**src/common/fractal_pkg.sv**
```systemverilog
package fractal_pkg;

    // FMA array
    localparam int WORD_WIDTH         = 16;
    localparam int FIXED_POINT        = 10;                   // Q6.10
    localparam int LANE_COUNT         = 16;
    localparam int LANE_OPERAND_WIDTH = 3 * WORD_WIDTH;       // a, b, c
    localparam int OPERAND_LINE_WIDTH = LANE_COUNT * LANE_OPERAND_WIDTH;
    localparam int RESULT_LINE_WIDTH  = LANE_COUNT * WORD_WIDTH;

    typedef logic signed [WORD_WIDTH-1:0] word_t;

    // Frame buffer
    localparam int ITERS_BITS        = 4;
    localparam int GROUP_PIXELS      = 16;                    // Counts per group
    localparam int GROUP_SEL_BITS    = $clog2(GROUP_PIXELS);
    localparam int ITERS_GROUP_WIDTH = GROUP_PIXELS * ITERS_BITS;
    localparam int FB_WIDTH          = 320;
    localparam int FB_HEIGHT         = 320;
    localparam int FB_GROUPS         = FB_WIDTH * FB_HEIGHT / GROUP_PIXELS;
    localparam int FB_GROUPS_PER_ROW = FB_WIDTH / GROUP_PIXELS;
    localparam int FB_ADDR_WIDTH     = $clog2(FB_GROUPS);
    localparam int SCALE_SHIFT       = 1;                     // 2x2 screen pixels per image pixel

    typedef logic [ITERS_BITS-1:0] iters_t;

    // 720p video timing
    localparam int H_ACTIVE = 1280;
    localparam int H_FRONT  = 110;
    localparam int H_SYNC   = 40;
    localparam int H_BACK   = 220;
    localparam int H_TOTAL  = H_ACTIVE + H_FRONT + H_SYNC + H_BACK;

    localparam int V_ACTIVE = 720;
    localparam int V_FRONT  = 5;
    localparam int V_SYNC   = 5;
    localparam int V_BACK   = 20;
    localparam int V_TOTAL  = V_ACTIVE + V_FRONT + V_SYNC + V_BACK;

    typedef logic [10:0] hcount_t;
    typedef logic [9:0]  vcount_t;

endpackage
```
**src/video/video_timing.sv**
```systemverilog
`timescale 1ns/10ps

module video_timing import fractal_pkg::*; (
    input  logic    clk_pixel,
    input  logic    sys_rst,
    output hcount_t hcount,
    output vcount_t vcount,
    output logic    hsync,
    output logic    vsync,
    output logic    active,
    output logic    frame_start
);

    logic line_end;
    logic frame_end;

    assign line_end  = (hcount == hcount_t'(H_TOTAL - 1));
    assign frame_end = (vcount == vcount_t'(V_TOTAL - 1));

    // Free-running raster counters
    always_ff @(posedge clk_pixel) begin
        if (sys_rst) begin
            hcount <= '0;
            vcount <= '0;
        end else begin
            if (line_end) begin
                hcount <= '0;
                if (frame_end) begin
                    vcount <= '0;
                end else begin
                    vcount <= vcount + 1'b1;
                end
            end else begin
                hcount <= hcount + 1'b1;
            end
        end
    end

    // Sync pulses follow the front porch, active high
    always_comb begin
        hsync = (hcount >= hcount_t'(H_ACTIVE + H_FRONT)) &&
                (hcount <  hcount_t'(H_ACTIVE + H_FRONT + H_SYNC));
        vsync = (vcount >= vcount_t'(V_ACTIVE + V_FRONT)) &&
                (vcount <  vcount_t'(V_ACTIVE + V_FRONT + V_SYNC));
    end

    assign active      = (hcount < hcount_t'(H_ACTIVE)) && (vcount < vcount_t'(V_ACTIVE));
    assign frame_start = (hcount == '0) && (vcount == '0);   // One cycle per frame

endmodule

```
**config.mk**
```make
export PLATFORM = sky130hd
export DESIGN_NAME = video_timing
export DESIGN_NICKNAME = d
export VERILOG_FILES = /design/src/common/fractal_pkg.sv /design/src/video/video_timing.sv
export SDC_FILE = /design/constraint.sdc
export NUM_CORES = 1
export LEC_CHECK = 0
export BUFFER_PORTS_ARGS = -buffer_cell sky130_fd_sc_hd__buf_2
export CORE_MARGIN = 2
export CORE_UTILIZATION = 53
export CTS_CLUSTER_SIZE = 20
export DETAILED_ROUTE_END_ITERATION = 10
export GPL_ROUTABILITY_DRIVEN = 0
export HOLD_SLACK_MARGIN = 0.1
export PLACE_DENSITY = 0.88
export SLEW_MARGIN = 15
export SYNTH_ARGS = -nofsm -noshare
export SYNTH_HDL_FRONTEND = slang
export SYNTH_SLANG_ARGS = --single-unit
```
**constraint.sdc**
```tcl
create_clock -name clk_pixel -period 2.27 [get_ports clk_pixel]
set_input_delay 0.681 -clock clk_pixel [delete_from_list [all_inputs] [get_ports clk_pixel]]
set_output_delay 0.681 -clock clk_pixel [all_outputs]
set_load 0.01 [all_outputs]
```
==> results.ini <==
[yosys]
synth_flop_cell = dfxtp_1
syn_avg_cell_area_sq_um = 8.24
synth_cell_types = 35
yosys-top-cells-count = nor2_1 (24), dfxtp_1 (21), inv_1 (12), ha_1 (8), nand4_1 (8)
yosysMostFrequentCell = nor2_1
yosys.area.top_type = dfxtp_1
synth_edf_count = 0
ys_seq_area_share_pct = 34.5
syn_area_sq_mm = 0.00122
yosysWarningCount = 0
syn-instance-count = 148
yosysTopAreaCellShare_pct = 34.5
async_flop_share_pct = 0
synth_nets = 158
synth_area_leaders = dfxtp_1 (34%), ha_1 (8.2%), nor2_1 (7.4%), xor2_1 (5.0%), xnor2_1 (4.3%)
synth_seq_cells = 21

[hold_path]
min_to = hcount[0]
hp-class = flip-flop to flip-flop
hold_depth = 2
min_from = hcount[0]

[floorplanning]
ios = 27
start_util_pct = 55.7
fp.coreArea_sq_mm = 0.00219
die_h_um = 52.0
rows = 17
die_w_um = 52.0
dieArea_sq_mm = 0.00270

[critical_path]
rrSetupSlack_ps = 220
arrival_ps = 1690
endpoint_kind = output port
worst_setup_path_start_kind = flip-flop
rr_endpoint = vcount[8]
crit_buf_inv = 3
reg2reg_from = vcount[0]
path_delay_family = flip-flops
cp_slowest_cell = dfxtp_4
critPathKind = flip-flop to output port
worstPathMaxFanout = 5
slowest_delay_ps = 380
r2r_cells = 6
required_ps = 1590
path_cells = inv_4, ha_4, inv_2, a211oi_2, a31oi_1, nor4b_1, buf_2

[global_route]
grt_pass1_wl_um = 4390
antenna_found_initial = 0
overflow = 0
grt_max_degree = 13
grt_pass1_vias = 1056
grt_use_total_pct = 22.3

[sta]
fin_crit_sh_pct = 105
finalHoldViolations = 0
setup_viol = 1
drv_slew = 0
holdWs_ps = 542
max_freq_mhz = 421
min_period_ps = 2370
skew_ps = 9.35
tightestPinTransition_ps = 575
finalWorstSetupSlack_ps = -103
rsz0062_at_grt = yes
slew_headroom_pct = 61.4

[routing]
routedWlPerCell_um = 14.5
wirelength_um = 2990
viasPerCell = 5.80
drtPass1Iterations = 4
final_antenna_net_count = 0
route.detailed.drc = 0
first_iter_violations = 65
via_count = 1195

[clocking]
cts-root-buf = clkbuf_4
clk_transition_reported_paths_ps = 120
clk_latency_ps = 320
cts_num_sinks = 21
clockBufferDepth = 2
htreeDepth = 1
cts_tree = yes
numCtsBuffers = 3

[layout]
final_area_sq_mm = 0.00147
num-fill-cells = 189
antenna_cells = 0
regArea_sq_um = 437
final_nets = 189
syn_to_final_growth_pct = 20.2
drive_gt1_share_pct = 33.7
multi_input_area_sq_um = 737

[place]
portBuffers = 26
placed_area_sq_mm = 0.00135
hpwl_um = 2060

[power_and_ir_drop]
leakagePower_nw = 0.580
power_density_mw_per_mm2 = 418
ir_drop_mv = 0.306

[outcome]
run_status = finished with violations
violations = setup timing

[job]
max_cap_viol_count = 0

## worst reg2reg max path: cells and delay by family, from the launching register on
family,cells,cell delay (ps)
AOI/OAI and AO/OA,1,170
DFF,1,390
and+or+nand+nor,3,1160
buffers and inverters,1,120
adders and majority gates,1,140
## where the power goes
part	internal [W]	total, W	switching, W	leakage [nW]
combinational	0.0000192	0.0000453	0.0000260	0.389
clock	0.0000660	0.000188	0.000122	0.0177
sequential	0.000371	0.000380	0.00000878	0.174
total	0.000456	0.000613	0.000156	0.580
## placed cells by master (no fill, tap or decap), drive strengths merged, types with 4 or more instances in the layout
master / n
nand2: 6
nand3: 5
dfxtp: 21
buf: 33
nor3: 4
nand4: 8
nor2: 24
ha: 8
nor4: 5
a21oi: 6
xnor2: 6
o21ai: 4
xor2: 7
inv: 12
## flip-flops by register name (all words and copies together) (netlist names)
name / cells
vcount: 10
hcount: 11
## kinds of logic (layout without fill, tap and decap cells)
group	Yosys count	count (layout)	share of synthesized area, %
multiplexers	1	1	0.821
flip-flops	21	21	34.5
buffers and inverters	19	49	7.49
adder cells (fa/ha/maj)	8	8	8.21
AND/OR/NAND/NOR	67	67	29.8
AO/OA/AOI/OAI	19	19	9.85
XOR/XNOR	13	13	9.33
## routing by layer
metal  GRT usage [%]  up-vias  part of all wire, %
li1                -      573                    -
met1            24.7      551                   40
met2            39.0       62                   50
met3            3.16        9                  7.3
met4            14.9        0                  2.6
met5               0        -                    0
## how the worst max path moves through the flow
| stage | from | to | slack (ps) | depth (start not counted) |
|---|---|---|---|---|
| finish | vcount[1] | vsync | -100 | 7 |
| global route | vcount[1] | vsync | -200 | 7 |
| CTS | vcount[1] | vsync | -60 | 6 |
| detailed placement | vcount[0] | vsync | 110 | 6 |
| global placement | vcount[0] | vsync | 190 | 6 |
| floorplan | vcount[0] | vsync | 110 | 5 |
## repair_timing
item	in CTS	in global routing
endpoints found under the setup margin	2	3
pin swaps	2	3
buffers inserted	3	3
hold buffers	0	0
resized for setup	4	15
hold endpoints to repair	0	0
## final cells by class
cell class	count	area share, %
Sequential cell	21	29.8
Clock buffer	3	1.54
Timing Repair Buffer	33	12.5
Inverter	12	3.24
Clock inverter	1	0.341
Tap cell	28	2.39
Multi-Input combinational cell	108	50.3
## metrics by stage
step	cells	TNS (ps)	utilization, %	worst slack (ps)	power (W)
floorplan	148	0	-	110	0.000420
global placement	196	0	61.5	193	0.000428
detailed placement	196	0	61.5	109	0.000429
CTS	203	-61.3	64.0	-61.3	0.000610
global route	206	-204	66.9	-204	0.000633
finish	206	-103	66.9	-103	0.000613
(Power assumes the default switching activity.)
